===== config.mk =====
export PLATFORM = sky130hd
export DESIGN_NAME = host_domain
export DESIGN_NICKNAME = d
export VERILOG_FILES = /design/src/host_types_pkg.sv /design/src/host_map_pkg.sv /design/src/cfg_regfile.sv /design/src/edge_propagator_rx.sv /design/src/host_domain.sv /design/src/llc_event_counters.sv
export VERILOG_INCLUDE_DIRS = /design/src /design/src/src
export SDC_FILE = /design/constraint.sdc
export NUM_CORES = 1
export LEC_CHECK = 0
export BUFFER_PORTS_ARGS = -buffer_cell sky130_fd_sc_hd__buf_2
export CAP_MARGIN = 20
export CORE_MARGIN = 2
export CORE_UTILIZATION = 54
export CTS_BUF_LIST = sky130_fd_sc_hd__clkbuf_4 sky130_fd_sc_hd__clkbuf_8
export CTS_CLUSTER_DIAMETER = 100
export DETAILED_ROUTE_END_ITERATION = 6
export PLACE_DENSITY = 0.79
export SYNTH_ARGS = -nofsm -noshare
export SYNTH_HDL_FRONTEND = slang
export SYNTH_SLANG_ARGS = --single-unit

===== constraint.sdc =====
create_clock -name soc_clk_i -period 2 [get_ports soc_clk_i]
set_input_delay 0 -clock soc_clk_i [delete_from_list [all_inputs] [get_ports soc_clk_i]]
set_output_delay 0 -clock soc_clk_i [all_outputs]
set_load 0.02 [all_outputs]

===== src/host_params.svh =====
// ------------------------------
// Widths and counts shared by the host domain RTL and its testbench
// Include wherever a width or count is needed
// ------------------------------
`ifndef HOST_PARAMS_SVH
`define HOST_PARAMS_SVH

// Config bus
`define HOST_CFG_ADDR_W 8
`define HOST_CFG_DATA_W 32

// Event counters, four LLC events plus the DMA event
`define HOST_COUNT_W 32
`define HOST_NUM_EVENTS 5

`define HOST_SYNC_STAGES 2

`endif


===== src/host_types_pkg.sv =====
// ------------------------------
// Vector types for config addresses, data and event counts
// ------------------------------
`include "host_params.svh"

package host_types_pkg;

  typedef logic [`HOST_CFG_ADDR_W-1:0] cfg_addr_t;
  typedef logic [`HOST_CFG_DATA_W-1:0] cfg_data_t;
  typedef logic [`HOST_COUNT_W-1:0] count_t;

  // Bit order: rd hit, rd miss, wr hit, wr miss, DMA
  typedef logic [`HOST_NUM_EVENTS-1:0] event_vec_t;

endpackage


===== src/host_map_pkg.sv =====
// ------------------------------
// Config register offsets and the value returned for unmapped reads
// ------------------------------
package host_map_pkg;

  // LLC address window registers
  localparam host_types_pkg::cfg_addr_t CACHE_START_OFS = 8'h00;
  localparam host_types_pkg::cfg_addr_t CACHE_END_OFS   = 8'h04;
  localparam host_types_pkg::cfg_addr_t SPM_START_OFS   = 8'h08;
  // Mailbox interrupt levels, bit 0 only
  localparam host_types_pkg::cfg_addr_t DOORBELL_OFS    = 8'h0C;
  localparam host_types_pkg::cfg_addr_t COMPLETION_OFS  = 8'h10;
  // Read-only event counters
  localparam host_types_pkg::cfg_addr_t RD_HIT_OFS      = 8'h14;
  localparam host_types_pkg::cfg_addr_t RD_MISS_OFS     = 8'h18;
  localparam host_types_pkg::cfg_addr_t WR_HIT_OFS      = 8'h1C;
  localparam host_types_pkg::cfg_addr_t WR_MISS_OFS     = 8'h20;
  localparam host_types_pkg::cfg_addr_t DMA_EVT_OFS     = 8'h24;

  localparam host_types_pkg::cfg_data_t UNMAPPED_DATA = 32'hDEADF000;

endpackage


===== src/cfg_regfile.sv =====
// ------------------------------
// AXI-Lite style config slave: LLC window, mailbox levels, counters
// One outstanding response per channel
// ------------------------------
`include "host_params.svh"

module cfg_regfile (
  input  logic                                          soc_clk_i,
  input  logic                                          reset_i,
  // Read channel
  input  logic                                          ar_valid_i,
  input  host_types_pkg::cfg_addr_t                     ar_addr_i,
  output logic                                          ar_ready_o,
  output logic                                          r_valid_o,
  output host_types_pkg::cfg_data_t                     r_data_o,
  input  logic                                          r_ready_i,
  // Write channel
  input  logic                                          w_valid_i,
  input  host_types_pkg::cfg_addr_t                     w_addr_i,
  input  host_types_pkg::cfg_data_t                     w_data_i,
  output logic                                          w_ready_o,
  output logic                                          b_valid_o,
  input  logic                                          b_ready_i,
  // Counter values
  input  host_types_pkg::count_t [`HOST_NUM_EVENTS-1:0] counts_i,
  // Config outputs
  output host_types_pkg::cfg_data_t                     llc_cache_addr_start_o,
  output host_types_pkg::cfg_data_t                     llc_cache_addr_end_o,
  output host_types_pkg::cfg_data_t                     llc_spm_addr_start_o,
  output logic                                          doorbell_irq_o,
  output logic                                          completion_irq_o
);

  logic                      r_valid_q;
  logic                      b_valid_q;
  logic                      rd_acc;
  logic                      wr_acc;
  host_types_pkg::cfg_data_t rd_data;
  host_types_pkg::cfg_data_t r_data_q;
  host_types_pkg::cfg_data_t cache_start_q;
  host_types_pkg::cfg_data_t cache_end_q;
  host_types_pkg::cfg_data_t spm_start_q;
  logic                      doorbell_q;
  logic                      completion_q;

  assign ar_ready_o = ~r_valid_q;
  assign w_ready_o  = ~b_valid_q;
  assign rd_acc     = ar_valid_i & ar_ready_o;
  assign wr_acc     = w_valid_i & w_ready_o;

  // Read response flag
  always_ff @(posedge soc_clk_i) begin
    if (reset_i) begin
      r_valid_q <= 1'b0;
    end else if (rd_acc) begin
      r_valid_q <= 1'b1;
    end else if (r_ready_i) begin
      r_valid_q <= 1'b0;
    end
  end

  // Write response flag
  always_ff @(posedge soc_clk_i) begin
    if (reset_i) begin
      b_valid_q <= 1'b0;
    end else if (wr_acc) begin
      b_valid_q <= 1'b1;
    end else if (b_ready_i) begin
      b_valid_q <= 1'b0;
    end
  end

  // Counters and unlisted offsets ignore writes
  always_ff @(posedge soc_clk_i) begin
    if (reset_i) begin
      cache_start_q <= '0;
      cache_end_q   <= '0;
      spm_start_q   <= '0;
      doorbell_q    <= 1'b0;
      completion_q  <= 1'b0;
    end else if (wr_acc) begin
      case (w_addr_i)
        host_map_pkg::CACHE_START_OFS: cache_start_q <= w_data_i;
        host_map_pkg::CACHE_END_OFS:   cache_end_q   <= w_data_i;
        host_map_pkg::SPM_START_OFS:   spm_start_q   <= w_data_i;
        host_map_pkg::DOORBELL_OFS:    doorbell_q    <= w_data_i[0];
        host_map_pkg::COMPLETION_OFS:  completion_q  <= w_data_i[0];
        default: ;
      endcase
    end
  end

  // Counts seen here are the pre-pulse values
  always_comb begin
    rd_data = host_map_pkg::UNMAPPED_DATA;
    case (ar_addr_i)
      host_map_pkg::CACHE_START_OFS: rd_data = cache_start_q;
      host_map_pkg::CACHE_END_OFS:   rd_data = cache_end_q;
      host_map_pkg::SPM_START_OFS:   rd_data = spm_start_q;
      host_map_pkg::DOORBELL_OFS:    rd_data = host_types_pkg::cfg_data_t'(doorbell_q);
      host_map_pkg::COMPLETION_OFS:  rd_data = host_types_pkg::cfg_data_t'(completion_q);
      host_map_pkg::RD_HIT_OFS:      rd_data = counts_i[0];
      host_map_pkg::RD_MISS_OFS:     rd_data = counts_i[1];
      host_map_pkg::WR_HIT_OFS:      rd_data = counts_i[2];
      host_map_pkg::WR_MISS_OFS:     rd_data = counts_i[3];
      host_map_pkg::DMA_EVT_OFS:     rd_data = counts_i[4];
      default: ;
    endcase
  end

  // Held while the response waits for r_ready_i
  always_ff @(posedge soc_clk_i) begin
    if (rd_acc) begin
      r_data_q <= rd_data;
    end
  end

  assign r_valid_o              = r_valid_q;
  assign r_data_o               = r_data_q;
  assign b_valid_o              = b_valid_q;
  assign llc_cache_addr_start_o = cache_start_q;
  assign llc_cache_addr_end_o   = cache_end_q;
  assign llc_spm_addr_start_o   = spm_start_q;
  assign doorbell_irq_o         = doorbell_q;
  assign completion_irq_o       = completion_q;

endmodule


===== src/edge_propagator_rx.sv =====
// ------------------------------
// Receiving side of a toggle-based event crossing
// One valid_o pulse per toggle of valid_i, ack_o back to the sender
// ------------------------------
`include "host_params.svh"

module edge_propagator_rx (
  input  logic soc_clk_i,
  input  logic reset_i,
  input  logic valid_i,
  output logic valid_o,
  output logic ack_o
);

  logic [`HOST_SYNC_STAGES-1:0] sync_q;
  logic                         level_q;
  logic                         valid_q;

  always_ff @(posedge soc_clk_i) begin
    if (reset_i) begin
      sync_q  <= '0;
      level_q <= 1'b0;
      valid_q <= 1'b0;
    end else begin
      sync_q  <= {sync_q[`HOST_SYNC_STAGES-2:0], valid_i};
      level_q <= sync_q[`HOST_SYNC_STAGES-1];
      // Any change of the synced level is one event
      valid_q <= sync_q[`HOST_SYNC_STAGES-1] ^ level_q;
    end
  end

  assign ack_o   = sync_q[`HOST_SYNC_STAGES-1];
  assign valid_o = valid_q;

endmodule


===== src/host_domain.sv =====
// ------------------------------
// Host domain top: config slave, LLC event counters, DMA event receiver
// ------------------------------
`include "host_params.svh"

module host_domain (
  input  logic                      soc_clk_i,
  input  logic                      reset_i,
  input  logic                      ar_valid_i,
  input  host_types_pkg::cfg_addr_t ar_addr_i,
  output logic                      ar_ready_o,
  output logic                      r_valid_o,
  output host_types_pkg::cfg_data_t r_data_o,
  input  logic                      r_ready_i,
  input  logic                      w_valid_i,
  input  host_types_pkg::cfg_addr_t w_addr_i,
  input  host_types_pkg::cfg_data_t w_data_i,
  output logic                      w_ready_o,
  output logic                      b_valid_o,
  input  logic                      b_ready_i,
  input  logic                      llc_rd_hit_i,
  input  logic                      llc_rd_miss_i,
  input  logic                      llc_wr_hit_i,
  input  logic                      llc_wr_miss_i,
  input  logic                      dma_pe_evt_valid_i,
  output host_types_pkg::cfg_data_t llc_cache_addr_start_o,
  output host_types_pkg::cfg_data_t llc_cache_addr_end_o,
  output host_types_pkg::cfg_data_t llc_spm_addr_start_o,
  output logic                      doorbell_irq_o,
  output logic                      completion_irq_o,
  output logic                      dma_pe_evt_ack_o
);

  logic                                          dma_evt;
  host_types_pkg::event_vec_t                    events;
  host_types_pkg::count_t [`HOST_NUM_EVENTS-1:0] counts;

  // Cluster DMA event toggle
  edge_propagator_rx i_dma_evt_rx (
    .soc_clk_i ( soc_clk_i          ),
    .reset_i   ( reset_i            ),
    .valid_i   ( dma_pe_evt_valid_i ),
    .valid_o   ( dma_evt            ),
    .ack_o     ( dma_pe_evt_ack_o   )
  );

  assign events = {dma_evt, llc_wr_miss_i, llc_wr_hit_i, llc_rd_miss_i, llc_rd_hit_i};

  llc_event_counters i_counters (
    .soc_clk_i ( soc_clk_i ),
    .reset_i   ( reset_i   ),
    .events_i  ( events    ),
    .counts_o  ( counts    )
  );

  cfg_regfile i_cfg_regfile (
    .soc_clk_i, .reset_i,
    .ar_valid_i, .ar_addr_i, .ar_ready_o, .r_valid_o, .r_data_o, .r_ready_i,
    .w_valid_i, .w_addr_i, .w_data_i, .w_ready_o, .b_valid_o, .b_ready_i,
    .counts_i  ( counts ),
    .llc_cache_addr_start_o, .llc_cache_addr_end_o, .llc_spm_addr_start_o,
    .doorbell_irq_o, .completion_irq_o
  );

endmodule


===== src/llc_event_counters.sv =====
// ------------------------------
// Wrapping counters, one per event pulse bit
// ------------------------------
`include "host_params.svh"

module llc_event_counters (
  input  logic                                              soc_clk_i,
  input  logic                                              reset_i,
  input  host_types_pkg::event_vec_t                        events_i,
  output host_types_pkg::count_t [`HOST_NUM_EVENTS-1:0]     counts_o
);

  host_types_pkg::count_t [`HOST_NUM_EVENTS-1:0] count_q;

  genvar i;
  generate
    for (i = 0; i < `HOST_NUM_EVENTS; i++) begin : g_cnt
      always_ff @(posedge soc_clk_i) begin
        if (reset_i) begin
          count_q[i] <= '0;
        end else if (events_i[i]) begin
          // Wraps at full scale
          count_q[i] <= count_q[i] + 1'b1;
        end
      end
    end
  endgenerate

  assign counts_o = count_q;

endmodule


==> summary.txt <==
Routing
  – Drt via density: 6.45
  – WL final: 51900 µm
  – First-pass DRT Iterations: 6
  – DRT antenna net count: 0
  – Starting DRT DRC Count: 2281
  – Metal2 WL: 23300 µm
  – Drt drc: 0
  – WL met3: 6660 µm
  – Routed len/inst: 22.2 µm
  – Max Used Layer: met5
  – Wl on met1: 19300 µm
  – Via count: 15100

Synth
  – Post-synth EDFFs: 32
  – Most used DFF post-synth: dfxtp_1
  – Seq/Total Area, Yosys: 0.438
  – Synthesized area: 0.0143 mm²
  – Count leader, synth: dfxtp_1
  – Synth cell count leaders: dfxtp_1, nand2_1, a21oi_1, nor2_1, clkbuf_1
  – Syn avg cell area: 8.76 µm²
  – Distinct cells, synth: 62
  – Post-synth top area cell: dfxtp_1
  – Synth warnings: 0
  – Yosys reg bits: 296
  – Ys async rst share: 0
  – Synthesized net count: 1692
  – Synth top area cells: dfxtp_1, edfxtp_1, a21oi_1, nand2_1, mux2i_1
  – Top cell type's share of synthesized area: 0.371
  – Syn Inst Count: 1628

Power
  – Total power: 12.7 mW
  – VDD IR-drop max: 0.000716 V
  – PD cells: 695 mW/mm²
  – Leakage: 6.61 nW

Worst hold path
  – Min-Delay Path Class: primary input to flip-flop
  – Hold Startpoint: w_addr_i[6]

Die
  – Cell Rows: 59
  – Die Area: 0.0277 mm²
  – Die span in y: 166 µm
  – Core area: 0.0260 mm²
  – I/O pins: 194
  – Initial Utilization: 0.549
  – Die Wd: 166 µm

Worst setup path
  – CP startpoint kind: flip-flop
  – Path type of the worst setup path: flip-flop to flip-flop
  – Crit path launch: i_counters.counts_o[41]$_SDFFE_PP0P_
  – Worst r2r src: i_counters.counts_o[41]$_SDFFE_PP0P_
  – Critical path capture point type: flip-flop
  – CP top delay family: simple AND/OR/NAND/NOR gates
  – CP max stage delay: 520 ps
  – Crit path cell chain: nand4_1, buf_4, or4_4, buf_12, or4_1, a21oi_1
  – Crit-path slowest cell: or4_4
  – Critical Path AT: 2520 ps
  – CP bufs+invs: 2
  – Req. time, crit path: 2540 ps
  – Crit Path Max Fanout: 19

Cells and area
  – Area growth from synthesis to layout: 28.6%
  – Final instance area: 0.0183 mm²
  – Diodes inserted: 0
  – Fin nets: 2027
  – Post-layout util: 0.706
  – Ratio of cells with drive above 1 in the final layout: 0.273
  – Fillers: 1910

STA
  – Final Max Slew Viols: 0
  – Clock skew: 58.4 ps
  – Worst rel slew slack: 0.387
  – Crit path time final: 1980 ps
  – Final setup fails: 0
  – Hold Vio Cnt, Final: 0
  – Hold slack: 80.5 ps
  – Tightest Pin Transition: 912 ps
  – Fin crit share: 0.989
  – RSZ-0062 raised after global routing: yes
  – Peak Freq: 505 MHz

Global route
  – Initial antenna violation count: 3
  – GRT Total Usage: 0.353
  – Largest net degree at the start of global routing: 71
  – Vias in the first global route: 14200
  – Grt total ovfl: 0
  – Global-route wire length before repair: 78600 µm

Clock tree
  – Clk buf depth: 3
  – CTS root buf: clkbuf_8
  – Worst skew pair latency: 620 ps
  – Sinks on Clock Net: 296
  – CTS buffer count: 50
  – CTS tree: built
  – Clock transition at path regs: 60 ps
  – H-tree levels: 2

Place
  – Gpl congestion: 1.04
  – IO Port Bufs: 193
  – Final HPWL DP: 35300 µm
  – Dpl cell area: 0.0165 mm²

Run status
  – Status: finished, final reports clean

Flow run
  – Max Cap Viol: 0
[worst reg2reg max path: cells and delay by family (launching register included)]
family                 cells  cell delay [ps]
AOI/OAI and AO/OA          1              160
and+or+nand+nor            3             1060
buffers and inverters      2              340
DFF                        1              370
[registers in the layout, indices dropped and copies added (netlist names)]
name	flops
i_cfg_regfile.r_data_o	32
i_cfg_regfile.b_valid_o	1
i_dma_evt_rx.valid_o	1
i_cfg_regfile.llc_cache_addr_start_o	32
i_counters.counts_o	160
i_cfg_regfile.llc_cache_addr_end_o	32
i_cfg_regfile.completion_irq_o	1
i_dma_evt_rx.level_q	1
i_cfg_regfile.r_valid_o	1
i_cfg_regfile.llc_spm_addr_start_o	32
i_dma_evt_rx.sync_q	2
i_cfg_regfile.doorbell_irq_o	1
[per-stage QoR]
step	cells	setup TNS, ps	setup slack (ps)
2_1_floorplan	1628	0	33.6
5_1_grt	2338	-143	-22.4
4_1_cts	2330	0	3.05
3_3_place_gp	2189	0	28.0
3_5_place_dp	2189	-47.3	-46.8
6_report	2338	0	21.2
[repair_timing]
action	CTS	global route
hold endpoints to repair	169	0
pin swaps	0	10
setup endpoints to repair	15	43
gates resized for setup	7	45
hold buffers	49	0
setup buffers	0	7
gates cloned	0	2
[kinds of logic (layout without fill, tap and decap cells)]
group,after synthesis,in the layout,synth area share
buffers and inverters,155,529,0.0440
adder cells (fa/ha/maj),5,5,0.00439
flip-flops,296,296,0.438
AO/OA/AOI/OAI,400,400,0.179
multiplexers,98,98,0.0720
AND/OR/NAND/NOR,617,618,0.227
XOR/XNOR,57,57,0.0350
[cell usage in the layout (no fill, tap or decap), types with 12 or more instances in the layout]
cell type,count
inv_1,31
buf_12,12
a22oi_1,44
nand4_1,39
o2bb2ai_1,12
mux2i_1,70
buf_4,148
nand2_1,204
clkbuf_4,20
nor2_1,113
nor4_1,12
dfxtp_2,13
mux2_2,27
buf_2,192
dlygate4sd3_1,49
edfxtp_1,32
and4_1,14
or4_1,70
clkbuf_8,64
xnor2_1,29
a22o_1,19
a21oi_1,161
xor2_1,28
nor3_1,16
nand3_1,40
o31ai_1,61
o21ai_0,39
dfxtp_1,248
or3_1,38
[power by group]
group	switching [mW]	internal, mW	leakage [nW]	total [mW]
logic	0.445	0.283	3.60	0.728
registers	0.0493	6.05	2.42	6.10
clock network	2.57	3.34	0.585	5.91
[final timing paths]
check                                                     end  slack, ps  depth (start not counted)
setup reg to reg         i_counters.counts_o[56]$_SDFFE_PP0P_         20                          6
hold / removal    i_cfg_regfile.completion_irq_o$_SDFFE_PP0P_         80                          5
hold reg to reg             i_dma_evt_rx.sync_q[1]$_SDFF_PP0_        450                          1
setup / recovery         i_counters.counts_o[56]$_SDFFE_PP0P_         20                          6
[metal layers]
layer / up-vias / track usage
met2: 999 / 0.563
met4: 2 / 0.147
met1: 7148 / 0.448
met3: 211 / 0.107
li1: 6729 / -
met5: - / 0
[area by class of cell]
| class | instances | area (µm²) | share of cell area |
|---|---|---|---|
| Clock buffer | 83 | 1020 | 0.0555 |
| Clock inverter | 9 | 81.3 | 0.00443 |
| Inverter | 31 | 116 | 0.00634 |
| Multi-Input combinational cell | 1178 | 7560 | 0.412 |
| Sequential cell | 296 | 6270 | 0.342 |
| Tap cell | 335 | 419 | 0.0229 |
| Timing Repair Buffer | 406 | 2880 | 0.157 |
No activity file was read; power rests on OpenSTA's default activity.
